## config.mk

```make
export PLATFORM = sky130hd
export DESIGN_NAME = lsu_mem_bank
export DESIGN_NICKNAME = d
export VERILOG_FILES = /design/src/rtl/lsu_mem_bank.sv
export SDC_FILE = /design/constraint.sdc
export NUM_CORES = 2
export LEC_CHECK = 0
export BUFFER_PORTS_ARGS = -buffer_cell sky130_fd_sc_hd__buf_4
export CORE_MARGIN = 5
export CORE_UTILIZATION = 60
export DETAILED_ROUTE_END_ITERATION = 8
export PLACE_DENSITY_LB_ADDON = 0.05
export SYNTH_ARGS = -nofsm -noshare
export SYNTH_HDL_FRONTEND = slang
export SYNTH_SLANG_ARGS = --single-unit
export TNS_END_PERCENT = 50
```

## constraint.sdc

```tcl
create_clock -name i_clk -period 4.9 [get_ports i_clk]
set_clock_uncertainty 0.2 [all_clocks]
set_input_delay 1.225 -clock i_clk [delete_from_list [all_inputs] [get_ports i_clk]]
set_output_delay 1.225 -clock i_clk [all_outputs]
set_load 0.03 [all_outputs]
```

## src/rtl/lsu_mem_bank.sv

```systemverilog
// ==============================
// LSU data memory byte lane
// synchronous read-first RAM,
// read data held while disabled
// ==============================
`timescale 1ns/10ps

module lsu_mem_bank #(
  parameter int MEM_WORDS = 512
) (
  input  logic        i_clk,
  input  logic        i_en,
  input  logic        i_we,
  input  logic [31:0] i_index,
  input  logic [7:0]  i_wdata,
  output logic [7:0]  o_rdata
);

  localparam int IDX_W = (MEM_WORDS > 1) ? $clog2(MEM_WORDS) : 1;

  logic [7:0]       mem [MEM_WORDS];
  logic [IDX_W-1:0] idx;

  assign idx = i_index[IDX_W-1:0];  // range checked upstream

  always_ff @(posedge i_clk) begin
    if (i_en) begin
      if (i_we) begin
        mem[idx] <= i_wdata;
      end
      o_rdata <= mem[idx];          // read-first returns the old contents
    end
  end

  // the aligner's range check keeps every write inside the array
  a_write_range : assert property (@(posedge i_clk)
    (i_en && i_we) |-> (i_index < 32'(MEM_WORDS)));

endmodule

```

==> Word level (Yosys, flattened, before mapping) <==
Memory sizes are Yosys's and may differ from the RTL's. A register that Yosys moved wholly into a read port is not among the register bits.
Cells that the tools add are included.
Widths: inputs -> output; s select.
{ "word_totals": {"reg_bits": 0, "ramBits": 4096, "input_bits": 43, "word_cells": 4, "mem_count": 1} }
{ "op_classes": {"muxes": 3} }
{ "mem_list": {"columns": ["name", "words", "width", "read_ports", "rd_ports_with_merged_regs", "wr", "line_no", "text"], "rows": [
  ["mem", 512, 8, 1, 1, 1, "21", "logic [7:0] mem [MEM_WORDS];"]
]} }
{ "ops": {"columns": ["op", "count"], "rows": [
  ["$mux 1", 3]
]} }

==> Logic depth before layout (Yosys ltp) <==
{ "depth": {"ltp_word": 3, "ltp_mapped": 14, "ltp_nobuf": 7} }

==> Least setup slack after synthesis <==
OpenSTA, ideal clock, no wires.
{ "synth_path": {"path_type": "input port to flip-flop", "start": "in i_index[1]", "end": "mem mem[106][0], enable pin", "t_arrival_ns": 3.535, "required_ns": 4.330, "path_slack_ns": 0.794, "cell_stages": 11, "path_buffers": 7, "path_cell_list": "buf_2 > buf_4 > buf_4 > buf_2 > buf_4 > buf_2 > inv_1 > nor3_1 > nand2_1 > buf_2 > nor2_1"} }
{ "synth_lines": {"columns": ["element", "line_no", "text"], "rows": [
  ["start, declared", "14", "input logic [31:0] i_index,"],
  ["end, declared", "21", null]
]} }
No word-level cell before the write port.

==> out/qor.txt <==
wirelength, routed -> 414200 um
worst-path maximum fanout -> 17
Post-DP HPWL -> 268400 um
Async SR Flop Fraction -> 0
Post-synth EDFFs -> 4104
pwr/cell area -> 394.9 nW/um^2
CTS Root Buffer Type -> clkbuf_16
largest net degree at the start of global routing -> 124
H-tree depth -> 5
CTS hold repair buffers -> 0
RR Startpoint -> mem[276][5]$_DFFE_PP_
Core ar. -> 264400 um^2
GRT met2 Usage -> 0.4659
fin. max-slew vios -> 0
Port Buf Inserts -> 27
CP max-delay cell -> nor4_1
reg2reg end -> o_rdata[5]$_DFFE_PP_
commonest cells after routing, fill and taps aside -> edfxtp_1 (4104), mux4_2 (862), buf_4 (851)
minimum clock period -> 4.700 ns
layout cells sized above 1 -> 0.2788
Yosys top cell by area -> edfxtp_1
Mapped Area -> 158900 um^2
nets -> 8515
sequential area share after synthesis -> 0.7754
Worst-path clk slew -> 0.06 ns
TritonCTS clock tree -> built
GR Util met3 -> 0.05359
DR vias -> 81519
Ys Warns -> 0
CTS Buf Count -> 405
gate count of the mapped netlist -> 7562
status -> finished clean
syn nets -> 7605
First-pass DRT Iterations -> 6
crit path to -> o_rdata[5]$_DFFE_PP_
Setup-failing EPs final -> 0
die width -> 524.7 um
commonest non-fill, non-tap cell in the layout -> edfxtp_1
final critical-path share of the clock period -> 0.9591
routability-driven placement congestion ratio -> 0.8984
Detail Route Antenna Nets -> 0
Hold Path Stages -> 1
met1 global-route usage -> 0.4400
post-CTS setup buffer count -> 0
Worst R2R Setup Slack -> 0.85 ns
most used flip-flop cell after synthesis -> edfxtp_1
hold violation count in the final report -> 0
vias per cell -> 6.606
post-cts gate resize count -> 0
Max Cap Violations -> 0
synth-to-layout area growth -> 15.09%
Die ar. -> 275300 um^2
Std-Cell Rows -> 189
IR drop worst, VDD -> 0.3314 mV
top-area cell type share of the netlist area -> 0.7754
IO Pins -> 51
total grt overflow -> 0
Seq cells post-synth -> 4104
slowest cell delay on critical path -> 0.88 ns
drt wl/cell -> 33.56 um
Rel. slew slack -> 0.1416
synth top area cells -> edfxtp_1 (78%), mux4_2 (12%), mux2i_1 (3.3%)
Worst Setup Start Kind -> input port
vias in the first global route -> 81582
Reg2Reg Depth -> 9
Crit path required time -> 5.37 ns
cell mode on critical path -> buf_4
drt drc -> 0
first-pass GRT wire length -> 595100 um
Max Fclk -> 212.8 MHz
critical path endpoint category -> register
LEAKAGE -> 59.57 nW
Starting Density -> 0.6012
Placed Area -> 170200 um^2
Global Route Usage Sum -> 0.3003
drt initial violations -> 10588
Hold WC Path Type -> in2reg
clk sinks -> 4104
antenna violations before repair -> 11
Unique masters post-synth -> 65
worst setup path startpoint -> i_index[0]
design area -> 182900 um^2
busiest grt layer -> met2
Worst-Margin Slew -> 1.278 ns
Crit Path Class -> in2reg
latest clock arrival within the worst-skew pair -> 0.95 ns
clock buffer depth -> 4
CP cell instances -> buf_8 > buf_12 > buf_4 > mux4_2 > a221oi_1 > o22ai_1 > nor4_1 > buf_4 > nand4_1 > buf_4 > or4_1
die extent in y -> 524.7 um
Mean Syn Cell Area -> 21.02 um^2
setup TNS -> 0 ns
RSZ-0062 raised after global routing -> false
crit path DAT -> 5.17 ns
==> per-stage QoR <==
step / hold slack (ns) / utilization / setup WS [ns] / power (W) / std cells
floorplan: 0.6311 / - / 0.7944 / 0.04112 / 7562
global placement: 0.8938 / 0.6439 / -0.6190 / 0.04296 / 11598
detailed placement: 0.8814 / 0.6439 / -0.7098 / 0.04303 / 11598
CTS: 0.4350 / 0.6918 / 0.2959 / 0.07260 / 12335
global route: 0.4761 / 0.6918 / 0.2080 / 0.07435 / 12336
finish: 0.5128 / 0.6919 / 0.2002 / 0.07224 / 12341
==> metal layers <==
layer	up-vias	share of wire
met1	43205	0.39
met5	-	0.00012
met3	756	0.092
met2	4128	0.47
met4	8	0.041
li1	33422	-
==> critical path, delay by kind of cell <==
family	cells	cell delay, ns
AOI/OAI and AO/OA	2	0.77
muxes	1	0.52
and+or+nand+nor	3	1.36
buffers and inverters	5	1.17
==> worst min path at each step <==
stage	start	to	slack (ns)
after floorplan	mem[216][7]$_DFFE_PP_	o_rdata[7]$_DFFE_PP_	0.63
after global placement	mem[211][4]$_DFFE_PP_	o_rdata[4]$_DFFE_PP_	0.89
after detailed placement	mem[211][4]$_DFFE_PP_	o_rdata[4]$_DFFE_PP_	0.88
after CTS	i_en	o_rdata[7]$_DFFE_PP_	0.43
after global routing	i_en	o_rdata[7]$_DFFE_PP_	0.48
final	i_en	o_rdata[7]$_DFFE_PP_	0.51
==> cell type report <==
cell class / count / area (um^2)
diodes: 6 / 15.01
clock buffers: 513 / 10750
clock inverters: 224 / 1926
fillers: 16514 / 81460
inverters: 6 / 35.03
multi-input cells: 2971 / 33520
flip-flops and latches: 4104 / 123200
well taps: 3533 / 4420
repair buffers: 984 / 9009
==> synthesized netlist by cell type (8+ instances only) <==
library cell  count
edfxtp_1       4104
mux4_2          862
nor2_1          591
mux2i_1         519
buf_2           197
o22ai_1         189
clkbuf_1        180
a22oi_1         124
nand2_1         100
o21ai_0          64
nand3_1          57
a21oi_1          52
buf_4            43
buf_1            42
a221oi_1         40
and3_1           39
a22o_1           33
nor3_1           30
nor4_1           29
a31oi_1          26
buf_6            19
and2_1           18
mux2_2           18
nand4_1          16
o211ai_1         16
nor2b_1          12
a211oi_1         11
o21a_1            9
o2111ai_1         8
==> registers in the layout, indices dropped and copies added (netlist names) <==
name	cells
o_rdata	8
mem	4096
==> cell families after synthesis <==
logic type	count (synthesis)	synth area share
buf+inv	487	0.01497
compound gates	639	0.02789
flops	4104	0.7754
mux	1399	0.1561
simple gates	933	0.02562
==> power by group <==
| group | switching (W) | internal, W |
|---|---|---|
| clock | 0.0129 | 0.0171 |
| sequential | 0.0000282 | 0.0386 |
| combinational | 0.00227 | 0.00135 |
(Power assumes the default switching activity.)
