[config.mk]
export PLATFORM = sky130hd
export DESIGN_NAME = lsu_load_align
export DESIGN_NICKNAME = d
export VERILOG_FILES = /design/src/rtl/lsu_pkg.sv /design/src/rtl/lsu_load_align.sv
export SDC_FILE = /design/constraint.sdc
export NUM_CORES = 1
export LEC_CHECK = 0
export ABC_AREA = 1
export BUFFER_PORTS_ARGS = -buffer_cell sky130_fd_sc_hd__buf_4
export CAP_MARGIN = 20
export CORE_MARGIN = 1
export CORE_UTILIZATION = 51
export CTS_CLUSTER_DIAMETER = 50
export DETAILED_ROUTE_END_ITERATION = 12
export PLACE_DENSITY_LB_ADDON = 0.08
export SLEW_MARGIN = 25
export SYNTH_ARGS = -nofsm -noshare
export SYNTH_HDL_FRONTEND = slang
export SYNTH_SLANG_ARGS = --single-unit
[constraint.sdc]
create_clock -name i_clk -period 3.9 [get_ports i_clk]
set_input_delay 0 -clock i_clk [delete_from_list [all_inputs] [get_ports i_clk]]
set_output_delay 0 -clock i_clk [all_outputs]
set_load 0.01 [all_outputs]
[src/rtl/lsu_pkg.sv]
// ==============================
// LSU shared definitions
// address map, opcodes, regions and the
// records passed between pipeline blocks
// ==============================
package lsu_pkg;

  // ==============================
  // address map
  // ==============================
  parameter logic [31:0] DMEM_BASE   = 32'h0000_0000;
  parameter logic [31:0] IO_OUT_BASE = 32'h1000_0000;  // bits 14:12 pick the register
  parameter logic [31:0] IO_IN_BASE  = 32'h1001_0000;  // switches

  // ==============================
  // enums
  // ==============================
  typedef enum logic [2:0] {
    LB  = 3'd0,
    LH  = 3'd1,
    LW  = 3'd2,
    LBU = 3'd3,
    LHU = 3'd4,
    SB  = 3'd5,
    SH  = 3'd6,
    SW  = 3'd7
  } lsu_op_e;

  typedef enum logic [1:0] {
    REGION_DMEM = 2'd0,
    REGION_OUT  = 2'd1,
    REGION_IN   = 2'd2,
    REGION_NONE = 2'd3
  } lsu_region_e;

  // values follow address bits 14:12
  typedef enum logic [2:0] {
    IO_LEDR  = 3'd0,
    IO_LEDG  = 3'd1,
    IO_HEX03 = 3'd2,
    IO_HEX47 = 3'd3,
    IO_LCD   = 3'd4
  } lsu_io_sel_e;

  // ==============================
  // structs
  // ==============================
  typedef struct packed {
    lsu_op_e     op;
    logic [31:0] addr;
    logic [31:0] wdata;
  } lsu_req_t;

  typedef struct packed {
    logic [31:0] rdata;
    logic        err;
  } lsu_rsp_t;

  typedef struct packed {
    logic [3:0]  strb;    // write strobes stay zero unless a legal store
    logic [31:0] index;   // word index that users trim to depth
    logic [31:0] wdata;   // store data replicated into lanes
    logic        rd;      // legal load accepted
    lsu_region_e region;
    lsu_io_sel_e io_sel;
  } lsu_lane_cmd_t;

  typedef struct packed {
    logic        valid;
    lsu_op_e     op;
    logic [1:0]  offset;  // byte offset in word
    lsu_region_e region;
    lsu_io_sel_e io_sel;
    logic        err;
  } lsu_stage_t;

  typedef struct packed {
    logic [31:0]      ledr;
    logic [31:0]      ledg;
    logic [31:0]      lcd;
    logic [7:0][6:0]  hex;   // digit n in hex[n]
  } lsu_io_t;

endpackage

[src/rtl/lsu_load_align.sv]
// ==============================
// LSU load aligner
// picks the source word, extracts and
// extends the loaded value, holds the
// response register and the stall
// ==============================
`timescale 1ns/10ps

module lsu_load_align (
  input  logic                i_clk,
  input  logic                i_reset,
  input  lsu_pkg::lsu_stage_t i_stage,
  input  logic [31:0]         i_mem_rdata,
  input  logic [31:0]         i_io_rdata,
  input  logic                i_rsp_ready,
  output logic                o_rsp_valid,
  output lsu_pkg::lsu_rsp_t   o_rsp,
  output logic                o_advance
);

  logic [31:0] src_word;
  logic [31:0] shifted;
  logic [31:0] ld_data;

  // pipe moves unless a response is waiting
  assign o_advance = !o_rsp_valid || i_rsp_ready;

  assign src_word = (i_stage.region == lsu_pkg::REGION_DMEM) ? i_mem_rdata : i_io_rdata;
  assign shifted  = src_word >> {i_stage.offset, 3'b000};

  // ==============================
  // extraction and extension
  // ==============================
  always_comb begin
    case (i_stage.op)
      lsu_pkg::LB:  ld_data = {{24{shifted[7]}}, shifted[7:0]};
      lsu_pkg::LH:  ld_data = {{16{shifted[15]}}, shifted[15:0]};
      lsu_pkg::LW:  ld_data = shifted;
      lsu_pkg::LBU: ld_data = {24'b0, shifted[7:0]};
      lsu_pkg::LHU: ld_data = {16'b0, shifted[15:0]};
      default:      ld_data = '0;   // stores return zero
    endcase
    if (i_stage.err) begin
      ld_data = '0;
    end
  end

  // ==============================
  // response register
  // ==============================
  always_ff @(posedge i_clk or negedge i_reset) begin
    if (!i_reset) begin
      o_rsp_valid <= 1'b0;
    end else if (o_advance) begin
      o_rsp_valid <= i_stage.valid;
    end
  end

  always_ff @(posedge i_clk) begin
    if (o_advance) begin
      o_rsp.rdata <= ld_data;
      o_rsp.err   <= i_stage.err;
    end
  end

  // a held response keeps its value until taken
  a_rsp_hold : assert property (@(posedge i_clk) disable iff (!i_reset)
    (o_rsp_valid && !i_rsp_ready) |=> (o_rsp_valid && $stable(o_rsp)));

endmodule

After elaboration in Yosys (flattened, before gate mapping). Cells that the tools add are included.

RAM bits: 0. Memories: 0. Output and inout bits: 35. Flip-flop bits (word level): 34. Latch bits: 0. Logic and storage cells: 14. Memory bits (read-only): 0.

Reductions and logical operators: 4. Add/sub/neg operators: 0. Shifts and indexed selects: 1. Multipliers: 0. Equal/unequal tests: 4. Div/mod/pow operators: 0. Bitwise gates (word level): 0. Mux-type cells: 2. $lt $le $gt $ge: 0.

Operators by type and width (count): $pmux 32 s5 (1); $mux 32 (1); $shr 32x5->32 (1); $eq 3x2->1 const B (2); $eq 3x1->1 const B (1); $eq 3x3->1 const B (1); $logic_not 3->1 (1); $logic_not 2->1 (1); $logic_not 1->1 (1); $logic_or 1x1->1 (1).

Longest topological paths before layout.
Depth in word-level cells: 4. Depth in mapped cells: 11.

Worst setup path before layout. No wires, ideal clock.

Path kind: register to register. Start: reg o_rsp_valid. End: reg o_rsp[0] (netlist bit), enable pin. Setup slack: 2297 ps. Required time: 3505 ps. Cell stages (with the launch flop): 2. Setup time: 395 ps. Arrival time: 1208 ps. Clock period less this slack: 1603 ps. Path buffers: 0. Path through: dfrtp_1 -> nand2_1.

Longest elaborated chain between the ends: 2.

Ends and longest elaborated chain: start, declared (line lsu_load_align.sv:16) `output logic o_rsp_valid,`; start signal, assigned (line lsu_load_align.sv:55) `o_rsp_valid <= i_stage.valid;`; $logic_not 1->1 (line lsu_load_align.sv:26) `assign o_advance = !o_rsp_valid || i_rsp_ready;`; $logic_or 1x1->1 (line lsu_load_align.sv:26); named net o_advance (line lsu_load_align.sv:18) `output logic o_advance`; end, declared (line lsu_load_align.sv:17) `output lsu_pkg::lsu_rsp_t o_rsp,`.

The timed path passes the listed nets, and every way through them passes these cells. A chain may end at the register's enable or synchronous reset.

Final worst setup path.
Start: in i_stage[5] (netlist bit). End: reg o_rsp[25] (netlist bit) (data pin).

Longest elaborated chain between the ends: 4.

Ends and longest elaborated chain: start, declared (line lsu_load_align.sv:12) `input lsu_pkg::lsu_stage_t i_stage,`; $logic_not 2->1 (line lsu_load_align.sv:28) `assign src_word = (i_stage.region == lsu_pkg::REGION_DMEM) ? i_mem_rdata : i_io_rdata;`; $mux 32 (line lsu_load_align.sv:28); $shr 32x5->32 (line lsu_load_align.sv:29) `assign shifted = src_word >> {i_stage.offset, 3'b000};`; $pmux 32 s5 (line lsu_load_align.sv:35) `case (i_stage.op)`.

Every way passes these cells.

==> results.md <==
- RSZ-0062 raised after global routing: false
- Synthesis-to-layout area growth: 36.3%
- Internal: ~740 uW
- Number of cells on the worst reg-to-reg path: 2
- Max Fclk: around 540 MHz
- Clock tree from TritonCTS: yes
- Via density: around 4.9
- Fill cell total of the finished layout: about 420
- Buffer count from post-CTS setup fixing: 0
- Net switching power: 273 uW
- Xor/xnor cell area share of the yosys netlist: 0%
- Clk buf depth: 2
- FFs w/ async S/R, synth: approximately 2.9%
- Worst hold-check slack: 0.0295 ns
- Combined area of all synthesized cells: about 0.0025 mm2
- Pre-CTS setup slack: approximately 1.8 ns
- Number of distinct library cell variants in the gate-level netlist after synthesis: 27
- H-tree depth: 2
- Area of the placeable core: between 0.004 and 0.005 mm2
- Std-Cell Rows: 25
- Endpoint kind of the worst setup timing path: flop
- Number of clock sinks seen by CTS: 34
- Synthesized area per cell: just under 7 um2
- Reg2Reg Setup Slack: roughly 2.7 ns
- Number of nets in the synthesized netlist: ~440
- Remaining global-route overflow: 0
- Net Sw Frac: approximately 27%
- Multiplexer share of the synthesized area: 0%
- Number of clock buffers inserted by TritonCTS: 5
- Routed len/inst: ~11 um
- Number of warnings reported in the yosys synthesis log: 0
- GR Util met1: 33.9%
- VDD IR max: between 200 and 250 uV
- Main area contributors after synthesis: sky130_fd_sc_hd__edfxtp_1 40%, sky130_fd_sc_hd__nand2_1 19%, sky130_fd_sc_hd__nand3_1 10%, sky130_fd_sc_hd__inv_1 6.6%, sky130_fd_sc_hd__a21oi_1 3.6%
- Max-slew headroom: a little under 40%
- # nets final: ~540
- Number of detailed-routing iterations run before antenna repair: 5
- Clock latency on the worst-skew pair: 0.28 ns
- Worst EP required: slightly below 4 ns
- Antenna violations before repair: 0
- Post-route setup TNS: 0 ns
- Most frequent cells after synthesis: 130 x sky130_fd_sc_hd__nand2_1, 51 x sky130_fd_sc_hd__nand3_1, 44 x sky130_fd_sc_hd__inv_1
- Worst-path maximum fanout: between 40 and 50
- # IOs: about 110
- Share of layout cells above drive strength 1: 29.7%
- Post-synth EDFFs: 33
- Global-route met3 utilization: 3.75%
- Gate Count Post-Synth: 360
- Gp weighted congestion: 0.878
- Commonest register cell after synthesis: sky130_fd_sc_hd__edfxtp_1
- PD cells: slightly below 300 mW/mm2
- Dominant cell type by area after synthesis: sky130_fd_sc_hd__edfxtp_1
- Busiest grt layer: met2
- Fraction of the mapped netlist area in compound gates: under 10%
- Synth Register Bits: 34
- Register area share after synthesis: about two fifths
- Count leader, synth: sky130_fd_sc_hd__nand2_1
- Final hold viol count: 0
- Slew at the pin with the worst max-slew slack: approximately 0.91 ns
- Total number of vias: ~2,600
- Combinational family with the most area after synthesis: simple AND/OR/NAND/NOR gates
- Vert. Die Dim: slightly above 70 um
- Final setup violating endpoints: 0
- Post-place instance area: around 0.0033 mm2
- Class of the most critical setup path: primary input to flop
- Initial cell density of the core: 53.0%
- Outcome: finished, final reports clean
- Logic pwr share: 27.3%
- Post-detailed-routing wire length: just over 6000 um
- Path class of the lowest-slack min-delay path: primary input to async pin
- Share of power burned in the clock network: between 20% and 30%
- Minimum period implied by the final worst setup slack: roughly 1.9 ns
- Width of the die: slightly above 70 um
- Maximum number of pins on one net before global-route repair: 42
- Power share of the sequential group: a little over two fifths
- Worst clock skew: 0.00380 ns
- Arrival time at the worst endpoint: 1.89 ns
- Die area: between 0.005 and 0.006 mm2
- Inserted Diodes: 0
- Count of maximum capacitance violations: 0
- Post-route fraction of the period consumed by the critical path: between 40% and 50%
- Met2 routing resource usage after global routing: 40.0%
- Leakage power total: ~0.0019 uW
- Detailed router's first-iteration violation count: ~140
- Antenna Nets Post-Route: 0
- Top-area cell type share of the netlist area: about 40%
- Post-layout utilization of the core: 72.3%
- Synth Area in Simple Gates: between 30% and 40%
- Count of unresolved DRC violations after routing: 0
- Global-route wire length before repair: around 10,000 um
- Count of pins over their slew limit: 0
- Final std cell area, no fill: roughly 0.0034 mm2
- Setup ws final: 2.05 ns
- GRT Util Overall: about a quarter
- Number of port buffers: 110
- Type of origin of the critical path: primary input
- Clk root buf: sky130_fd_sc_hd__clkbuf_8
- Clock slew at the register clock pins of the worst setup and hold paths: around 0.06 ns
- Half-perimeter wire length after placement: about 4600 um
- Share of synthesized cell area in full adder, half adder and majority cells: 0%
- Vias in the first global route: approximately 2,200
-- power groups by stage --
stage | Sequential (uW) | Clock [uW] | Combinational (uW)
3_3_place_gp | 453 | 0 | 269
5_1_grt | 448 | 312 | 308
4_1_cts | 446 | 300 | 277
3_5_place_dp | 453 | 0 | 274
2_1_floorplan | 471 | 0 | 133
6_report | 445 | 295 | 278
-- critical path, stage by stage --
cell and delay [ns]:
sky130_fd_sc_hd__buf_4 0.12, sky130_fd_sc_hd__nor2_4 0.62, sky130_fd_sc_hd__nand2_1 0.24, sky130_fd_sc_hd__nand3_2 0.16, sky130_fd_sc_hd__nand3_2 0.09, sky130_fd_sc_hd__nand3_2 0.35, sky130_fd_sc_hd__nand3_1 0.14, sky130_fd_sc_hd__nand2_1 0.09
sky130_fd_sc_hd__inv_1 0.06
-- metal layers --
layer  routed length (um)  vias up
met5                    0        -
met1                 2780     1098
met2                 2880      118
met4                   50        0
met3                  347        7
li1                     -     1347
-- final cells by class --
cell class | instances | area, um2 | area share [%]
multi-input combinational | 257 | 1160 | 34.0
inverter | 48 | 180 | 5.28
clock buffer | 8 | 110 | 3.23
tap | 67 | 83.8 | 2.46
sequential | 34 | 1020 | 29.8
timing repair buffer | 114 | 863 | 25.3
-- metrics by stage --
stage               total power (uW)  instances
floorplan                        604        360
global placement                 722        517
detailed placement               727        517
CTS                             1020        528
global route                    1070        528
finish                          1020        528
-- registers in the layout, indices dropped and copies added, names as in the netlist --
| signal | cells |
|---|---|
| o_rsp | 33 |
| o_rsp_valid | 1 |
-- worst paths after layout --
kind | startpoint | endpoint
max reg2reg | o_rsp_valid$_DFFE_PN0P_ | o_rsp[20]$_SDFFCE_PP0P_
min in group i_clk | i_io_rdata[0] | o_rsp[1]$_SDFFCE_PP0P_
max | i_stage[5] | o_rsp[25]$_SDFFCE_PP0P_
min | i_reset | o_rsp_valid$_DFFE_PN0P_
max in group asynchronous | i_reset | o_rsp_valid$_DFFE_PN0P_
min reg2reg | o_rsp_valid$_DFFE_PN0P_ | o_rsp_valid$_DFFE_PN0P_
-- cell usage in the layout, fill, tap and decap left out, drive strengths merged --
cell type    count
buf            111
a21oi           18
nand2          137
nor3             7
edfxtp          33
o21ai           16
or2              4
inv             47
o211ai           2
nand4            1
dlygate4sd3      3
clkbuf           8
dfrtp            1
nand3           55
nor2            17
clkinv           1
-- what timing repair did --
action	4_1_cts	5_1_grt
gates resized for setup	0	0
endpoints found under the hold margin	3	0
hold buffers	3	0
-- cell families (layout without fill, tap and decap cells) --
| family | count (synthesis) | in the layout |
|---|---|---|
| AO/OA/AOI/OAI | 36 | 36 |
| flip-flops | 34 | 34 |
| buffers and inverters | 69 | 170 |
| AND/OR/NAND/NOR | 221 | 221 |
Power figures use the tool's default switching activity.
