File: config.mk
export PLATFORM = sky130hd
export DESIGN_NAME = lsu_store_align
export DESIGN_NICKNAME = d
export VERILOG_FILES = /design/src/rtl/lsu_pkg.sv /design/src/rtl/lsu_store_align.sv
export SDC_FILE = /design/constraint.sdc
export NUM_CORES = 1
export LEC_CHECK = 0
export BUFFER_PORTS_ARGS = -buffer_cell sky130_fd_sc_hd__buf_4
export CORE_ASPECT_RATIO = 1.2
export CORE_UTILIZATION = 35
export DETAILED_ROUTE_END_ITERATION = 10
export GPL_TIMING_DRIVEN = 0
export PLACE_DENSITY_LB_ADDON = 0.3
export SLEW_MARGIN = 10
export SYNTH_ARGS = -nofsm -noshare
export SYNTH_HDL_FRONTEND = slang
export SYNTH_SLANG_ARGS = --single-unit
File: constraint.sdc
create_clock -name i_clk -period 2.21 [get_ports i_clk]
set_input_delay 0.442 -clock i_clk [delete_from_list [all_inputs] [get_ports i_clk]]
set_output_delay 0.442 -clock i_clk [all_outputs]
set_load 0.03 [all_outputs]
File: src/rtl/lsu_pkg.sv
// ==============================
// LSU shared definitions
// address map, opcodes, regions and the
// records passed between pipeline blocks
// ==============================
package lsu_pkg;

  // ==============================
  // address map
  // ==============================
  parameter logic [31:0] DMEM_BASE   = 32'h0000_0000;
  parameter logic [31:0] IO_OUT_BASE = 32'h1000_0000;  // bits 14:12 pick the register
  parameter logic [31:0] IO_IN_BASE  = 32'h1001_0000;  // switches

  // ==============================
  // enums
  // ==============================
  typedef enum logic [2:0] {
    LB  = 3'd0,
    LH  = 3'd1,
    LW  = 3'd2,
    LBU = 3'd3,
    LHU = 3'd4,
    SB  = 3'd5,
    SH  = 3'd6,
    SW  = 3'd7
  } lsu_op_e;

  typedef enum logic [1:0] {
    REGION_DMEM = 2'd0,
    REGION_OUT  = 2'd1,
    REGION_IN   = 2'd2,
    REGION_NONE = 2'd3
  } lsu_region_e;

  // values follow address bits 14:12
  typedef enum logic [2:0] {
    IO_LEDR  = 3'd0,
    IO_LEDG  = 3'd1,
    IO_HEX03 = 3'd2,
    IO_HEX47 = 3'd3,
    IO_LCD   = 3'd4
  } lsu_io_sel_e;

  // ==============================
  // structs
  // ==============================
  typedef struct packed {
    lsu_op_e     op;
    logic [31:0] addr;
    logic [31:0] wdata;
  } lsu_req_t;

  typedef struct packed {
    logic [31:0] rdata;
    logic        err;
  } lsu_rsp_t;

  typedef struct packed {
    logic [3:0]  strb;    // write strobes stay zero unless a legal store
    logic [31:0] index;   // word index that users trim to depth
    logic [31:0] wdata;   // store data replicated into lanes
    logic        rd;      // legal load accepted
    lsu_region_e region;
    lsu_io_sel_e io_sel;
  } lsu_lane_cmd_t;

  typedef struct packed {
    logic        valid;
    lsu_op_e     op;
    logic [1:0]  offset;  // byte offset in word
    lsu_region_e region;
    lsu_io_sel_e io_sel;
    logic        err;
  } lsu_stage_t;

  typedef struct packed {
    logic [31:0]      ledr;
    logic [31:0]      ledg;
    logic [31:0]      lcd;
    logic [7:0][6:0]  hex;   // digit n in hex[n]
  } lsu_io_t;

endpackage

File: src/rtl/lsu_store_align.sv
// ==============================
// LSU store aligner
// accepts requests, decodes region and size,
// builds lane strobes and store data,
// holds the stage register
// ==============================
`timescale 1ns/10ps

module lsu_store_align #(
  parameter int MEM_WORDS = 512
) (
  input  logic                   i_clk,
  input  logic                   i_reset,
  input  logic                   i_req_valid,
  input  lsu_pkg::lsu_req_t      i_req,
  output logic                   o_req_ready,
  input  logic                   i_advance,
  output lsu_pkg::lsu_lane_cmd_t o_cmd,
  output lsu_pkg::lsu_stage_t    o_stage
);

  localparam logic [31:0] DMEM_BYTES = 32'(4 * MEM_WORDS);

  logic                 accept;
  logic                 is_store;
  logic                 size_half;
  logic                 size_word;
  logic                 misalign;
  logic                 err;
  logic [31:0]          dmem_off;
  logic [3:0]           base_strb;
  logic [3:0]           strb;
  logic [31:0]          lane_data;
  lsu_pkg::lsu_region_e region;
  lsu_pkg::lsu_io_sel_e io_sel;

  assign o_req_ready = i_advance;              // ready whenever the pipe moves
  assign accept      = i_req_valid && o_req_ready;
  assign dmem_off    = i_req.addr - lsu_pkg::DMEM_BASE;
  assign io_sel      = lsu_pkg::lsu_io_sel_e'(i_req.addr[14:12]);

  // ==============================
  // opcode and address decode
  // ==============================
  always_comb begin
    is_store  = 1'b0;
    size_half = 1'b0;
    size_word = 1'b0;
    case (i_req.op)
      lsu_pkg::LH, lsu_pkg::LHU: size_half = 1'b1;
      lsu_pkg::LW:               size_word = 1'b1;
      lsu_pkg::SB:               is_store  = 1'b1;
      lsu_pkg::SH: begin
        is_store  = 1'b1;
        size_half = 1'b1;
      end
      lsu_pkg::SW: begin
        is_store  = 1'b1;
        size_word = 1'b1;
      end
      default: ;                               // LB, LBU are byte loads
    endcase
  end

  always_comb begin
    if (!i_req.addr[28] && (dmem_off < DMEM_BYTES)) begin
      region = lsu_pkg::REGION_DMEM;
    end else if ((i_req.addr[31:16] == lsu_pkg::IO_OUT_BASE[31:16]) &&
                 (i_req.addr[14:12] <= 3'd4)) begin
      region = lsu_pkg::REGION_OUT;
    end else if (i_req.addr[31:16] == lsu_pkg::IO_IN_BASE[31:16]) begin
      region = lsu_pkg::REGION_IN;
    end else begin
      region = lsu_pkg::REGION_NONE;
    end
  end

  assign misalign = (size_half && i_req.addr[0]) ||
                    (size_word && (i_req.addr[1:0] != 2'b00));
  assign err      = misalign || (region == lsu_pkg::REGION_NONE) ||
                    (is_store && (region == lsu_pkg::REGION_IN));  // switches are read only

  // ==============================
  // strobes and lane data
  // ==============================
  always_comb begin
    if (size_word) begin
      base_strb = 4'b1111;
      lane_data = i_req.wdata;
    end else if (size_half) begin
      base_strb = 4'b0011;
      lane_data = {2{i_req.wdata[15:0]}};
    end else begin
      base_strb = 4'b0001;
      lane_data = {4{i_req.wdata[7:0]}};
    end
  end

  assign strb = (is_store && !err) ? 4'(base_strb << i_req.addr[1:0]) : 4'b0000;

  always_comb begin
    o_cmd.strb   = accept ? strb : 4'b0000;
    o_cmd.index  = {2'b00, dmem_off[31:2]};
    o_cmd.wdata  = lane_data;
    o_cmd.rd     = accept && !is_store && !err;
    o_cmd.region = region;
    o_cmd.io_sel = io_sel;
  end

  always_ff @(posedge i_clk or negedge i_reset) begin
    if (!i_reset) begin
      o_stage <= '0;
    end else if (i_advance) begin
      o_stage.valid  <= accept;
      o_stage.op     <= i_req.op;
      o_stage.offset <= i_req.addr[1:0];
      o_stage.region <= region;
      o_stage.io_sel <= io_sel;
      o_stage.err    <= err;
    end
  end

  // a clean store drives a legal lane pattern
  a_store_strb : assert property (@(posedge i_clk) disable iff (!i_reset)
    (accept && is_store && !err) |->
      (o_cmd.strb inside {4'b0001, 4'b0010, 4'b0100, 4'b1000, 4'b0011, 4'b1100, 4'b1111}));

endmodule

== Word level (Yosys, flattened, before mapping) ==
Index checks and enable logic that the tools add are counted.
Widths: inputs -> output; s select.

* Flip-flop bits (word level): 12
* Bits of input ports: 71
* Output and inout port bits: 87
* Word-level logic and storage cells: 50

* Order comparisons: 2
* Equality and inequality tests: 10
* Shift operators: 1
* Muxes and demuxes: 12
* Reductions and logical operators: 19

{| class="wikitable"
|+ Operators by type and width
! cell !! number
|-
| $mux 32 || 2
|-
| $eq 16x13->1 const B || 2
|-
| $lt 32x12->1 const B || 1
|-
| $eq 3x3->1 const B || 4
|-
| $mux 4 || 3
|-
| $logic_and 1x1->1 || 9
|-
| $mux 2 || 3
|-
| $reduce_or 3->1 || 2
|-
| $eq 2x2->1 const B || 2
|-
| $mux 1 || 4
|-
| $shl 4x2->4 || 1
|-
| $eq 3x1->1 const B || 1
|-
| $eq 3x2->1 const B || 1
|-
| $le 3x3->1 const B || 1
|-
| $logic_not 1->1 || 3
|-
| $logic_or 1x1->1 || 3
|-
| $reduce_bool 2->1 || 1
|-
| $reduce_or 2->1 || 1
|}

== Depth between registers and ports, before layout ==
* Depth after elaboration: 11
* Depth in mapped cells: 5
* Mapped depth without buffers: 4

== Least setup slack after synthesis ==
No wires, ideal clock.

* Kind: input port to output port
* Start point: input i_req[64] in the netlist's numbering
* End point: output o_cmd[71] in the netlist's numbering
* Arrival: 2.293 ns
* Required time: 1.768 ns
* Path slack: -0.525 ns
* Stages on the path: 5
* Path buffers: 1
* Cell sequence: buf_6 and3b_1 a211o_1 a31o_2 nor4_1

{| class="wikitable"
|+ RTL lines
! what !! line !! source
|-
| start, declared || lsu_store_align.sv:15 || <nowiki>input lsu_pkg::lsu_req_t i_req,</nowiki>
|-
| end, declared || lsu_store_align.sv:18 || <nowiki>output lsu_pkg::lsu_lane_cmd_t o_cmd,</nowiki>
|}

==> summary.txt <==
Timing
  – Slew HR: 0.610
  – Unrepaired setup endpoints after global routing: true
  – Max-slew violations: 0
  – Hold Worst Slack: 27.5 ps
  – Number of setup violations in the final report: 0
  – Fmax: about 460 MHz
  – Final total negative setup slack: 0 ps
  – Actual transition at the worst max-transition pin: 583 ps
  – Shortest clock period the worst path allows after layout: about 2200 ps
  – Final worst clock skew: 0 ps
  – Fraction of the cycle the final worst path needs: 0.990
  – Final Hold Fails: 0

Final layout
  – Most frequent cells in the layout: 188 x buf_4, 25 x mux2_2, 16 x nor2_1
  – Filler instances: about 320
  – Post-layout nets: 391
  – Commonest non-fill, non-tap cell in the layout: buf_4
  – Largest registers ranked by flip-flop count: o_stage (12)
  – Final Instance Count excl. Fillers: 372
  – Number of diodes added for antenna fixing: 0
  – Largest register FFs: 12
  – Fraction of layout instances using a drive strength above 1: 0.770
  – Area growth from synthesis to layout: 96.0%
  – Register name with the most flops: o_stage

Critical path
  – Sort of element at the end of the critical path: primary output
  – Slowest stage delay, CP: approximately 350 ps
  – Launching element type of the critical path: input pin
  – Data arrival time of the worst path: 1750 ps
  – Worst path buffer plus inverter count: 2
  – Cell family with most CP delay: compound AO/OA/AOI/OAI gates
  – Critical setup path kind: input pin to primary output
  – Depth of the most critical reg-to-reg path: 1
  – Required time of the critical path: between 1500 and 2000 ps
  – Crit-path max FO: 8
  – Number of stages on the worst setup path: 5
  – Ordered cell list for the critical path: buf_2, a211o_1, a31o_4, a2111oi_4, buf_4
  – Slowest library cell on the worst path: a211o_1

Synthesis
  – Warning count from the yosys run: 0
  – Syn Std Cell Area: 0.00148 mm²
  – Proportion of synthesized chip area in sequential cells: 0.203
  – Average instance area after synthesis: ~9.0 µm²
  – Synthesized flop and latch total: 12
  – Gate count after technology mapping: 164
  – Unique cell type count in the Yosys netlist: 33

Global route
  – GRT Overall Usage: 0.198
  – Via count of the first global-routing pass: about 1600
  – Congestion Overflow GR: 0
  – First-pass GRT wire length: 6930 µm
  – Number of antenna violations at the first check in global routing: 0
  – Maximum number of pins on one net before global-route repair: 13

CTS
  – Maximum buffer depth of the clock tree: 2
  – Clock-pin slew on the worst setup and hold paths: 50 ps
  – Maximum level of the CTS H-tree: 1
  – Insertion delay of the later-clocked pin in the worst-skew pair: 240 ps
  – Number of clock buffers inserted by TritonCTS: 3
  – CTS root buffer: clkbuf_8
  – Number of clock sinks seen by CTS: 12
  – Clock tree from TritonCTS: done
  – Cts-stage hold buffer count: 0

Outcome
  – Outcome: complete, no violations

Hold path
  – Hold Path Class: input pin to async pin

Floorplan
  – Core outline area: 0.00400 mm²
  – Number of placement rows: 25
  – Initial Utilization: 0.370
  – Die footprint: 0.00450 mm²
  – Die span in x: just over 60 µm
  – Die H: 73.3 µm
  – Number of I/O pins: 158

Placement
  – Cell count after placement: about 360
  – Buffers added on ports: 142
  – Final RePlAce weighted congestion: 0.729
  – DP Wirelength: between 3000 and 4000 µm

Run
  – Max-cap violations: 0

Routing
  – Number of design-rule violations left by the first detailed-router iteration: 35
  – Per-cell routed wire length: 13.6 µm
  – Via-to-Cell Ratio: 4.63
  – DRC: 0
  – Aggregate routed wire length: between 5000 and 6000 µm
  – Number of nets with antenna violations after detailed routing: 0
  – First drt pass iteration count: 4
  – Vias after detailed routing: 1722

Power and ir drop
  – Power per standard cell area: 411 mW/mm²
  – Maximum vdd drop: 0.375 mV
  – Sum of internal, switching and leakage power: ~1.2 mW
  – Static power due to leakage: between 1 and 1.5 nW
## path summary, 6_finish.rpt
check                           start           to  slack (ps)
setup / recovery            i_req[66]    o_cmd[73]          20
hold / removal                i_reset   o_stage[3]          30
setup reg to reg           o_stage[1]   o_stage[1]        1450
hold reg to reg            o_stage[8]   o_stage[8]         510
max in group asynchronous     i_reset  o_stage[10]        2030
min in group i_clk          i_req[32]   o_stage[6]         450
## metrics by stage
step	util	area, µm²	setup WS, ps
5_1_grt	0.726	2910	-22.7
6_report	0.726	2910	21.7
3_3_place_gp	0.662	2650	-232
4_1_cts	0.691	2770	-24.6
3_5_place_dp	0.662	2650	-270
2_1_floorplan	-	1520	-29.8
## where the power goes
part	switching (mW)	internal (mW)	leakage (nW)	total, mW
registers	0.00834	0.237	0.132	0.245
logic	0.402	0.355	1.31	0.756
clock network	0.0748	0.120	0.0216	0.194
total	0.485	0.711	1.47	1.20
## final cells by class
cell class	instances	area [µm²]	share of cell area
multi-input combinational	98	921	0.317
sequential	12	300	0.103
inverter	5	18.8	0.00646
clock buffer	3	41.3	0.0142
timing repair buffer	150	1170	0.404
buffer	50	383	0.132
tap	54	67.6	0.0232
## Yosys cell counts
library cell  count  area share
a211o_1           1      0.0059
or2_2             1      0.0042
dfrtp_1          12        0.20
xor2_2            1       0.011
a31oi_1           3       0.013
nor2_1           16       0.041
clkbuf_1          2      0.0051
and3b_1           1      0.0059
and4_1            1      0.0059
nor3b_1           1      0.0051
a21bo_2           1      0.0068
buf_2             2      0.0068
inv_1             5       0.013
nand3_1           4       0.014
nor4_1            4       0.017
mux2_2           25        0.19
buf_6             1      0.0076
o21ai_0           1      0.0034
nand2b_1          2      0.0084
a221o_1           8       0.054
xor2_1            1      0.0059
nor2b_1           2      0.0084
o221a_2           1      0.0076
mux2i_1           9       0.061
mux2i_2           1      0.0093
nor3_1            3       0.010
nand2_1           4       0.010
nand2_2           1      0.0042
buf_4            45        0.23
o21a_1            2       0.010
a31o_2            1      0.0059
a2111oi_4         1       0.019
conb_1            1      0.0025
## cells by family (layout without fill, tap and decap cells)
kind of cell / Yosys count / count (layout) / share of synthesized area
compound gates: 19 / 19 / 0.125
xor+xnor: 2 / 2 / 0.0169
buf+inv: 55 / 208 / 0.260
flops: 12 / 12 / 0.203
mux: 35 / 35 / 0.260
other cells: 1 / 2 / 0.00253
simple gates: 40 / 40 / 0.133
## repair_timing
action / CTS / global route
pin swaps: 3 / 6
cloned: 0 / 1
buffers inserted: 2 / 5
resized for setup: 10 / 14
setup endpoints to repair: 20 / 17
## routing by layer
layer  track usage  vias to the layer above  part of all wire
met5             0                        -                 0
met2         0.388                       95              0.53
met4        0.0272                        0             0.011
li1              -                      847                 -
met1         0.213                      773              0.35
met3        0.0475                        7              0.10
Note: power is estimated with default switching activity, not from simulation.
