### src/rtl/lsu_pkg.sv
// ==============================
// LSU shared definitions
// address map, opcodes, regions and the
// records passed between pipeline blocks
// ==============================
package lsu_pkg;

  // ==============================
  // address map
  // ==============================
  parameter logic [31:0] DMEM_BASE   = 32'h0000_0000;
  parameter logic [31:0] IO_OUT_BASE = 32'h1000_0000;  // bits 14:12 pick the register
  parameter logic [31:0] IO_IN_BASE  = 32'h1001_0000;  // switches

  // ==============================
  // enums
  // ==============================
  typedef enum logic [2:0] {
    LB  = 3'd0,
    LH  = 3'd1,
    LW  = 3'd2,
    LBU = 3'd3,
    LHU = 3'd4,
    SB  = 3'd5,
    SH  = 3'd6,
    SW  = 3'd7
  } lsu_op_e;

  typedef enum logic [1:0] {
    REGION_DMEM = 2'd0,
    REGION_OUT  = 2'd1,
    REGION_IN   = 2'd2,
    REGION_NONE = 2'd3
  } lsu_region_e;

  // values follow address bits 14:12
  typedef enum logic [2:0] {
    IO_LEDR  = 3'd0,
    IO_LEDG  = 3'd1,
    IO_HEX03 = 3'd2,
    IO_HEX47 = 3'd3,
    IO_LCD   = 3'd4
  } lsu_io_sel_e;

  // ==============================
  // structs
  // ==============================
  typedef struct packed {
    lsu_op_e     op;
    logic [31:0] addr;
    logic [31:0] wdata;
  } lsu_req_t;

  typedef struct packed {
    logic [31:0] rdata;
    logic        err;
  } lsu_rsp_t;

  typedef struct packed {
    logic [3:0]  strb;    // write strobes stay zero unless a legal store
    logic [31:0] index;   // word index that users trim to depth
    logic [31:0] wdata;   // store data replicated into lanes
    logic        rd;      // legal load accepted
    lsu_region_e region;
    lsu_io_sel_e io_sel;
  } lsu_lane_cmd_t;

  typedef struct packed {
    logic        valid;
    lsu_op_e     op;
    logic [1:0]  offset;  // byte offset in word
    lsu_region_e region;
    lsu_io_sel_e io_sel;
    logic        err;
  } lsu_stage_t;

  typedef struct packed {
    logic [31:0]      ledr;
    logic [31:0]      ledg;
    logic [31:0]      lcd;
    logic [7:0][6:0]  hex;   // digit n in hex[n]
  } lsu_io_t;

endpackage

### src/rtl/lsu_io_regs.sv
// ==============================
// LSU peripheral registers
// byte strobed LEDR, LEDG, HEX and LCD,
// switch sampling, registered read-back
// ==============================
`timescale 1ns/10ps

module lsu_io_regs (
  input  logic                   i_clk,
  input  logic                   i_reset,
  input  logic                   i_advance,
  input  lsu_pkg::lsu_lane_cmd_t i_cmd,
  input  lsu_pkg::lsu_region_e   i_region,
  input  logic [31:0]            i_io_sw,
  output logic [31:0]            o_rdata,
  output lsu_pkg::lsu_io_t       o_io
);

  logic [31:0]     ledr;
  logic [31:0]     ledg;
  logic [31:0]     lcd;
  logic [3:0][6:0] hex03;   // 7 segments per byte
  logic [3:0][6:0] hex47;
  logic            wr_en;
  logic [31:0]     sel_word;

  assign wr_en = i_advance && (i_region == lsu_pkg::REGION_OUT);

  // ==============================
  // output registers
  // ==============================
  always_ff @(posedge i_clk or negedge i_reset) begin
    if (!i_reset) begin
      ledr  <= '0;
      ledg  <= '0;
      lcd   <= '0;
      hex03 <= '0;
      hex47 <= '0;
    end else if (wr_en) begin
      for (int b = 0; b < 4; b++) begin
        if (i_cmd.strb[b]) begin
          case (i_cmd.io_sel)
            lsu_pkg::IO_LEDR:  ledr[8*b +: 8] <= i_cmd.wdata[8*b +: 8];
            lsu_pkg::IO_LEDG:  ledg[8*b +: 8] <= i_cmd.wdata[8*b +: 8];
            lsu_pkg::IO_HEX03: hex03[b]       <= i_cmd.wdata[8*b +: 7];  // bit 7 dropped
            lsu_pkg::IO_HEX47: hex47[b]       <= i_cmd.wdata[8*b +: 7];
            lsu_pkg::IO_LCD:   lcd[8*b +: 8]  <= i_cmd.wdata[8*b +: 8];
            default: ;
          endcase
        end
      end
    end
  end

  // ==============================
  // read-back
  // ==============================
  always_comb begin
    case (i_cmd.io_sel)
      lsu_pkg::IO_LEDR:  sel_word = ledr;
      lsu_pkg::IO_LEDG:  sel_word = ledg;
      lsu_pkg::IO_HEX03: sel_word = {1'b0, hex03[3], 1'b0, hex03[2],
                                     1'b0, hex03[1], 1'b0, hex03[0]};
      lsu_pkg::IO_HEX47: sel_word = {1'b0, hex47[3], 1'b0, hex47[2],
                                     1'b0, hex47[1], 1'b0, hex47[0]};
      lsu_pkg::IO_LCD:   sel_word = lcd;
      default:           sel_word = '0;
    endcase
  end

  always_ff @(posedge i_clk) begin
    if (i_advance) begin
      if (!i_cmd.rd) begin
        o_rdata <= '0;                           // stores and errors read nothing
      end else if (i_region == lsu_pkg::REGION_IN) begin
        o_rdata <= i_io_sw;                      // sampled at accept edge
      end else begin
        o_rdata <= sel_word;
      end
    end
  end

  always_comb begin
    o_io.ledr = ledr;
    o_io.ledg = ledg;
    o_io.lcd  = lcd;
    o_io.hex  = {hex47, hex03};   // digits 7..4 then 3..0
  end

endmodule

### config.mk
export PLATFORM = sky130hd
export DESIGN_NAME = lsu_io_regs
export DESIGN_NICKNAME = d
export VERILOG_FILES = /design/src/rtl/lsu_pkg.sv /design/src/rtl/lsu_io_regs.sv
export SDC_FILE = /design/constraint.sdc
export NUM_CORES = 1
export LEC_CHECK = 0
export BUFFER_PORTS_ARGS = -buffer_cell sky130_fd_sc_hd__buf_2
export CAP_MARGIN = 30
export CORE_ASPECT_RATIO = 1.4
export CORE_UTILIZATION = 45
export DETAILED_ROUTE_END_ITERATION = 7
export GPL_TIMING_DRIVEN = 0
export PLACE_DENSITY = 0.73
export SLEW_MARGIN = 20
export SYNTH_ARGS = -nofsm -noshare
export SYNTH_HDL_FRONTEND = slang
export SYNTH_SLANG_ARGS = --single-unit
### constraint.sdc
create_clock -name i_clk -period 1.2 [get_ports i_clk]
set_input_delay 0.12 -clock i_clk [delete_from_list [all_inputs] [get_ports i_clk]]
set_output_delay 0.12 -clock i_clk [all_outputs]
set_load 0.005 [all_outputs]
======== After elaboration in Yosys (flattened, before gate mapping) ========
Index checks and enable logic that the tools add are counted.
word-level totals
  flip-flop bits (word level) ............. 184
  bits in latches ......................... 0
  memory bits (writable) .................. 0
  ROM bits ................................ 0
  output and inout bits ................... 184
  memories ................................ 0
cells by class
  add/sub/neg operators ................... 0
  $mul .................................... 0
  div/mod/pow operators ................... 0
  $lt $le $gt $ge ......................... 0
  equality and inequality tests ........... 6
  shift operators ......................... 0
  muxes and demuxes ....................... 2
  bitwise gates (word level) .............. 0
  reductions and logical operators ........ 22
operators by type and width
  operator                                              number
  one-hot mux 32 bit (5 select lines)                   1
  AND reduction 3 bit                                   20
  2-to-1 mux 32 bit                                     1
  equality test 3 x 2 -> 1 bit (second input constant)  2
  equality test 3 x 1 -> 1 bit (second input constant)  1
  equality test 3 bit (second input constant)           1
  zero test 3 bit                                       1
  equality test 2 x 1 -> 1 bit (second input constant)  1
  equality test 2 bit (second input constant)           1
  logical AND 1 bit                                     1

======== Depth between registers and ports, before layout ========
Gate-level depths: netlist of the first run.
  depth after elaboration ................. 3
  gate-level depth with buffers ........... 6
  gate-level depth less buffers ........... 4

======== Worst setup path after synthesis of the first run ========
No wires, ideal clock.
  kind .................................... input to register
  start ................................... in i_cmd[1] in the netlist's numbering
  end ..................................... reg o_rdata[10] (data pin)
  setup time .............................. 0.261 ns
  arrival time ............................ 1.181 ns
  data required time ...................... 0.939 ns
  slack ................................... -0.241 ns
  stages on the path ...................... 6
  buffers on the path ..................... 3
  cell sequence ........................... buf_2 > buf_4 > buf_2 > mux2_2 > a21oi_1 > a21oi_1
on the way
  longest elaborated chain between the ends .. 3
  elaborated cells between the ends (all ways) .. 7
  classes of those cells .................. eq/ne (4); mux (2); reduce/logical (1)
RTL lines
  what                                               RTL line           source
  start, declared                                    lsu_io_regs.sv:12  input lsu_pkg::lsu_lane_cmd_t i_cmd,
  equality test 3 bit, or another cell as far along  lsu_io_regs.sv:59  case (i_cmd.io_sel)
  one-hot mux 32 bit (5 select lines) (*)            lsu_io_regs.sv:59
  2-to-1 mux 32 bit (*)                              lsu_io_regs.sv:75  end else if (i_region == lsu_pkg::REGION_IN) begin
  end signal, assigned                               lsu_io_regs.sv:76  o_rdata <= i_io_sw;
  end signal, assigned                               lsu_io_regs.sv:78  o_rdata <= sel_word;
  end, declared                                      lsu_io_regs.sv:15  output logic [31:0] o_rdata,
Every way passes the cells marked *; elsewhere a longest branch is shown, timed or not.
A chain may end at the register's enable or synchronous reset.

======== Worst setup path in the final report of the first run ========
  start ................................... in i_advance
  end ..................................... reg lcd[19]
on the way
  longest elaborated chain between the ends .. 2
RTL lines
  what                           RTL line           source
  start, declared                lsu_io_regs.sv:11  input logic i_advance,
  logical AND 1 bit              lsu_io_regs.sv:27  assign wr_en = i_advance && (i_region == lsu_pkg::REGION_OUT);
  AND reduction 3 bit (no line)  --
  end signal, assigned by index  lsu_io_regs.sv:47  lsu_pkg::IO_LCD: lcd[8*b +: 8] <= i_cmd.wdata[8*b +: 8];
  end, declared                  lsu_io_regs.sv:21  logic [31:0] lcd;
Every way passes these cells.

==> results of run 1 <==
[cell type report]
cell class,count,area [um^2],area share (%)
inverter,1,3.75,0.0309
multi-input combinational,457,4290,35.3
antenna,1,2.50,0.0206
tap,244,305,2.51
timing repair buffer,307,1930,15.9
clock buffer,22,474,3.91
sequential,184,4760,39.2
clock inverter,10,91.3,0.752
buffer,35,282,2.32
[Yosys cell counts (all sizes together)]
cell type and instances:
and3b 1, nor3b 1, a21oi 82, a32oi 1
nor2b 4, clkbuf 19, o21a 1, buf 16
nor3 1, o21ai 60, inv 1, mux2i 4
a31oi 1, nand3 12, nand3b 1, nand2b 28
edfxtp 32, mux2 207, dfrtp 152, and2 28
nor2 10, nor4b 1, nand2 10, a32o 4
[worst paths after layout]
check,from,endpoint,slack (ps),cells past startpoint
setup / recovery,i_advance,lcd[19],20,7
max in group asynchronous,i_reset,o_io[4],230,3
hold reg to reg,o_io[28],o_io[28],530,1
min in group asynchronous,i_reset,lcd[17],230,2
setup reg to reg,ledr[4],o_rdata[4],50,3
hold / removal,i_advance,o_rdata[5],-1,1
[flip-flops by register name, indices dropped and copies added, names as in the netlist]
register and flops:
ledg 32, o_rdata 32, lcd 32, ledr 32
o_io 56
[routing by layer]
metal / vias to the layer above / part of all wire [%]
met5: - / 0.047
met4: 2 / 3.6
met3: 65 / 5.2
met2: 273 / 52
li1: 3125 / -
met1: 3509 / 39
[report_power, final]
group | switching [uW] | internal, uW
Combinational | 1460 | 1830
Clock | 2400 | 3030
Sequential | 568 | 7100
Total | 4430 | 12000
[what timing repair did]
| item | in CTS | in global routing |
|---|---|---|
| hold endpoints to repair | 216 | 16 |
| setup endpoints to repair | 184 | 165 |
| setup buffers | 8 | 6 |
| pin swaps | 7 | 6 |
| cloned | 1 | 0 |
| resized for setup | 32 | 18 |
[cells by family (layout without fill, tap and decap cells)]
logic type	count (synthesis)	count (layout)
flip-flops	184	184
AND/OR/NAND/NOR	97	97
multiplexers	211	211
buffers and inverters	36	375
other	0	1
AO/OA/AOI/OAI	149	149
[through the flow]
stage          setup TNS, ps  std cells  area [um^2]
2_1_floorplan         -12530        677         9180
3_3_place_gp         -535040       1180        10800
3_5_place_dp         -194730       1181        10800
4_1_cts                    0       1254        12000
5_1_grt                 -145       1261        12100
6_report                   0       1261        12100
[worst register-to-register path: stages, from the launching register on]
cell	delay, ps
dfrtp_1	410
mux2_4	280
o21ai_1	150
a21oi_1	80
==> metrics.md, run 1 <==
| Metric | Value |
|---|---|
| Avg Vias per Cell | 5.53 |
| Synthesized instance count | 677 |
| GRT Total Usage | 27.9% |
| Post-synthesis adder-cell area fraction | 0% |
| Wire per inst | 21.8 um |
| Critical Path, Cell by Cell | buf_16 > and3b_2 > buf_6 > nand2_1 > nor2_4 > buf_12 > mux2_2 |
| CP Class | input port to flop |
| Fin crit period | 1180 ps |
| CTS tree | built |
| Worst VDD drop | 0.000893 V |
| Relative slew slack | 57.8% |
| Post-synthesis mux area share | 27.1% |
| Ys Warns | 0 |
| Seq/Total Area, Yosys | 54.5% |
| Max cap viols | 0 |
| Synth-to-Final Area Change | 38.9% |
| Synth Area in Simple Gates | 7.64% |
| Compound-Gate Fraction of Synth Area | 8.85% |
| Xor and xnor fraction of the mapped netlist area | 0% |
| Combinational family with the most area after synthesis | multiplexers |
| Status | finished with violations |
| Critical path arrival | 1490 ps |
| Final setup margin | 18.6 ps |
| Routed wire length | 27,500 um |
| Final core utilization | 64.5% |
| Peak Freq | 0.846 GHz |
| RSZ-0062 raised after global routing | yes |
| Final Power | 16,400 uW |
| First-pass GRT wire length | 41,400 um |
| Share of the synthesized area in the top cell type | 43.5% |
| Hold WS | -1.37 ps |
| Synthesized area per cell | 12.9 um^2 |
| Die W | 120 um |
| Vias in the first global route | 7,118 |
| Final setup fails | 0 |
| Nets | 1,114 |
| Bufs on Longest Clock Path | 2 |
| Clock slew at reported path FFs | 70 ps |
| Most frequent cells in the layout | buf_2 (259), dfrtp_1 (152), mux2_2 (143), mux2_4 (61), a21oi_1 (59) |
| Rows | 59 |
| Worst-Skew Late Latency | 430 ps |
| Via Count | 6,974 |
| Die ar. | 0.0200 mm^2 |
| Layout cells sized above 1 | 58.0% |
| Largest net degree at the start of global routing | 79 |
| Tightest Hold Check Type | input port to flop |
| Met3 Use GR | 4.90% |
| Area contributors post-synth | dfrtp_1 (44%), mux2_2 (26%), edfxtp_1 (11%), a21oi_1 (4.7%), o21ai_0 (3.1%) |
| Synth Cell Area | 0.00874 mm^2 |
| Final Wtd Congestion | 0.796 |
| Crit path max fanout | 17 |
| CP Data Required Time | 1510 ps |
| Post-Syn Nets | 788 |
| Die H | 167 um |
| Buffers on Ports | 259 |
| Pre-CTS setup slack | -1300 ps |
| Commonest non-fill, non-tap cell in the layout | buf_2 |
| DRC | 0 |
| P_leak | 0.00593 uW |
| Detail Route Antenna Nets | 0 |
| CP peak stage delay | 340 ps |
| Measured slew at the worst slew-check pin | 633 ps |
| Slowest CP cell | mux2_2 |
| Worst Skew | 9.15 ps |
| CTS Buf Count | 17 |
| Initial antenna violation count | 2 |
| Area leader, netlist | dfrtp_1 |
| Hold buffers post-CTS | 32 |
| Grt ovf | 0 |
| CP Buf/Inv Count | 3 |
| Library cells used by synthesis | 31 |
| Sink Count | 184 |
| Starting DRT DRC Count | 359 |
| GR peak layer | met2 |
| Violated checks | negative hold slack |
| # IOs | 295 |
| # fillers | 1,504 |
| Slew Limit Fails | 0 |
| Synth Register Bits | 184 |
| Setup crit end kind | flop |
| Met1 Usage GRT | 33.2% |
| H-tree levels | 4 |
| PD cells | 1350 mW/mm^2 |
| Post-DP HPWL | 18,800 um |
| M2 GR Usage | 48.7% |
| Crit share post-route | 98.5% |
| Final hold vios | 4 |
| Clock Root Buffer | clkbuf_16 |
| Core ar. | 0.0188 mm^2 |
| Setup crit start kind | input port |
| Starting Density | 46.4% |
| Cell family with most CP delay | simple AND/OR/NAND/NOR gates |
| Drt pass-1 iters | 5 |
Power figures use the tool's default switching activity.
==> inputs of run 2 (changes only) <==
- CORE_ASPECT_RATIO: 1.4 -> not set
- CORE_MARGIN: not set -> 2
- CORE_UTILIZATION: 45 -> 27
- PLACE_DENSITY: 0.73 -> not set
==> run 2 against run 1 <==
The run ends with negative setup slack left; global-route usage fell by 8.8 points; non-clock buffer count is 12 higher; clock power decreased by 3%; flip-flop and latch count is the same; utilization is 25 points lower; worst setup slack got worse by 28 ps; critical endpoint is now o_rdata[15].
==> metrics.md, run 2 (synthesis results as in run 1) <==
| Metric | Value |
|---|---|
| Setup crit end kind | flop |
| Commonest non-fill, non-tap cell in the layout | buf_2 |
| Final setup margin | -9.11 ps |
| Bufs on Longest Clock Path | 2 |
| Detail Route Antenna Nets | 0 |
| Relative slew slack | 47.6% |
| Worst-Skew Late Latency | 450 ps |
| CTS tree | built |
| Violated checks | negative setup slack |
| Worst min-delay path endpoint | o_rdata[30] |
| Clock Root Buffer | clkbuf_16 |
| Fin crit period | 1210 ps |
| Critical path arrival | 1410 ps |
| CP Buf/Inv Count | 3 |
| Die H | 184 um |
| # IOs | 295 |
| Final hold vios | 0 |
| GRT Total Usage | 19.1% |
| Worst Hold Launch | i_io_sw[30] |
| Tightest Hold Check Type | input port to flop |
| First-pass GRT wire length | 46,200 um |
| Via Count | 6,936 |
| Starting Density | 27.6% |
| Initial antenna violation count | 4 |
| # fillers | 3,084 |
| CP peak stage delay | 390 ps |
| CTS Buf Count | 17 |
| Path depth of the worst reg2reg path | 3 |
| Vias in the first global route | 7,183 |
| Hold Path Stages | 3 |
| Clock slew at reported path FFs | 70 ps |
| Avg Vias per Cell | 4.85 |
| Peak Freq | 0.827 GHz |
| Slew Limit Fails | 0 |
| R2R setup slack | 20 ps |
| Starting DRT DRC Count | 302 |
| Post-DP HPWL | 21,800 um |
| Crit path max fanout | 10 |
| Max cap viols | 0 |
| Largest net degree at the start of global routing | 78 |
| Final Power | 16,300 uW |
| Slowest CP cell | clkbuf_2 |
| Drt pass-1 iters | 5 |
| Sink Count | 184 |
| Rows | 65 |
| CP Class | input port to flop |
| H-tree levels | 4 |
| Synth-to-Final Area Change | 42.4% |
| Setup crit start kind | input port |
| Worst Skew | 12.1 ps |
| Setup_tns | -14.8 ps |
| Grt ovf | 0 |
| Wire per inst | 22.2 um |
| Status | finished with violations |
| Critical Path, Cell by Cell | buf_2 > buf_2 > clkbuf_2 > o21ai_1 > a32o_1 |
| Die ar. | 0.0338 mm^2 |
| Core ar. | 0.0317 mm^2 |
| P_leak | 0.00596 uW |
| RSZ-0062 raised after global routing | yes |
| Routed wire length | 31,800 um |
| Most frequent cells in the layout | buf_2 (259), dfrtp_1 (152), mux2_2 (143), mux2_4 (60), a21oi_1 (59) |
| Cell family with most CP delay | buffers and inverters |
| PD cells | 1310 mW/mm^2 |
| CP Data Required Time | 1400 ps |
| Layout cells sized above 1 | 58.5% |
| Most frequent CP cell | buf_2 |
| Worst r2r src | ledg[23] |
| Buffers on Ports | 259 |
| Nets | 1,126 |
| Max reg flops | 56 |
| R2R Path End | o_rdata[23] |
| Final setup fails | 3 |
| Worst VDD drop | 0.000858 V |
| Measured slew at the worst slew-check pin | 786 ps |
| Crit share post-route | 101% |
| Final Wtd Congestion | 0.736 |
| Die W | 184 um |
| DRC | 0 |
[run 2: per-layer routing]
layer | GRT usage (%) | up-vias | share of wire (%)
li1 | - | 3155 | -
met1 | 25.0 | 3489 | 45
met2 | 30.7 | 245 | 47
met3 | 5.17 | 45 | 5.7
met4 | 5.95 | 2 | 1.9
met5 | 0 | - | 0.041
[run 2: how the worst max path moves through the flow]
stage,start,to,slack [ps],depth (start not counted)
global route,ledg[23],o_rdata[23],-20,3
floorplan,i_cmd[1],o_io[28],-120,5
global placement,i_reset,o_io[38],-2490,1
finish,i_cmd[2],o_rdata[15],-9,5
CTS,i_advance,o_io[17],-40,7
detailed placement,i_advance,o_io[34],-1210,7
[run 2: worst reg2reg max path, stage by stage (launching register included)]
cell,delay (ps)
dfrtp_1,400
mux2i_2,200
o21ai_2,110
a32o_1,220
[run 2: metrics by stage]
step | worst slack [ps] | utilization (%) | instances | cell area [um^2] | hold WS (ps)
final | -9.11 | 39.2 | 1431 | 12400 | 53.3
after global routing | -24.3 | 39.2 | 1430 | 12400 | 62.0
after CTS | -37.7 | 39.1 | 1428 | 12400 | -50.0
after detailed placement | -1210 | 34.8 | 1340 | 11000 | 146
after global placement | -2490 | 34.6 | 1338 | 11000 | 379
after floorplan | -125 | - | 677 | 9180 | -176
[run 2: layout make-up]
class	instances	area, um^2	area share, %
diodes	1	2.50	0.0201
clock inverters	10	73.8	0.593
plain buffers	35	287	2.30
repair buffers	319	2040	16.4
inverters	1	3.75	0.0302
flip-flops and latches	184	4760	38.3
well taps	402	503	4.04
clock buffers	22	464	3.73
multi-input cells	457	4300	34.6
[run 2: power breakdown]
group          internal [uW]  switching [uW]  total, uW
logic                   1850            1510       3360
registers               7100             557       7660
clock network           2760            2520       5280
[run 2: what timing repair did]
action | 4_1_cts | 5_1_grt
gates cloned | 1 | 0
buffers inserted | 18 | 2
pin swaps | 13 | 0
resized for setup | 45 | 8
hold buffers | 37 | 0
endpoints found under the hold margin | 247 | 0
setup endpoints to repair | 184 | 88
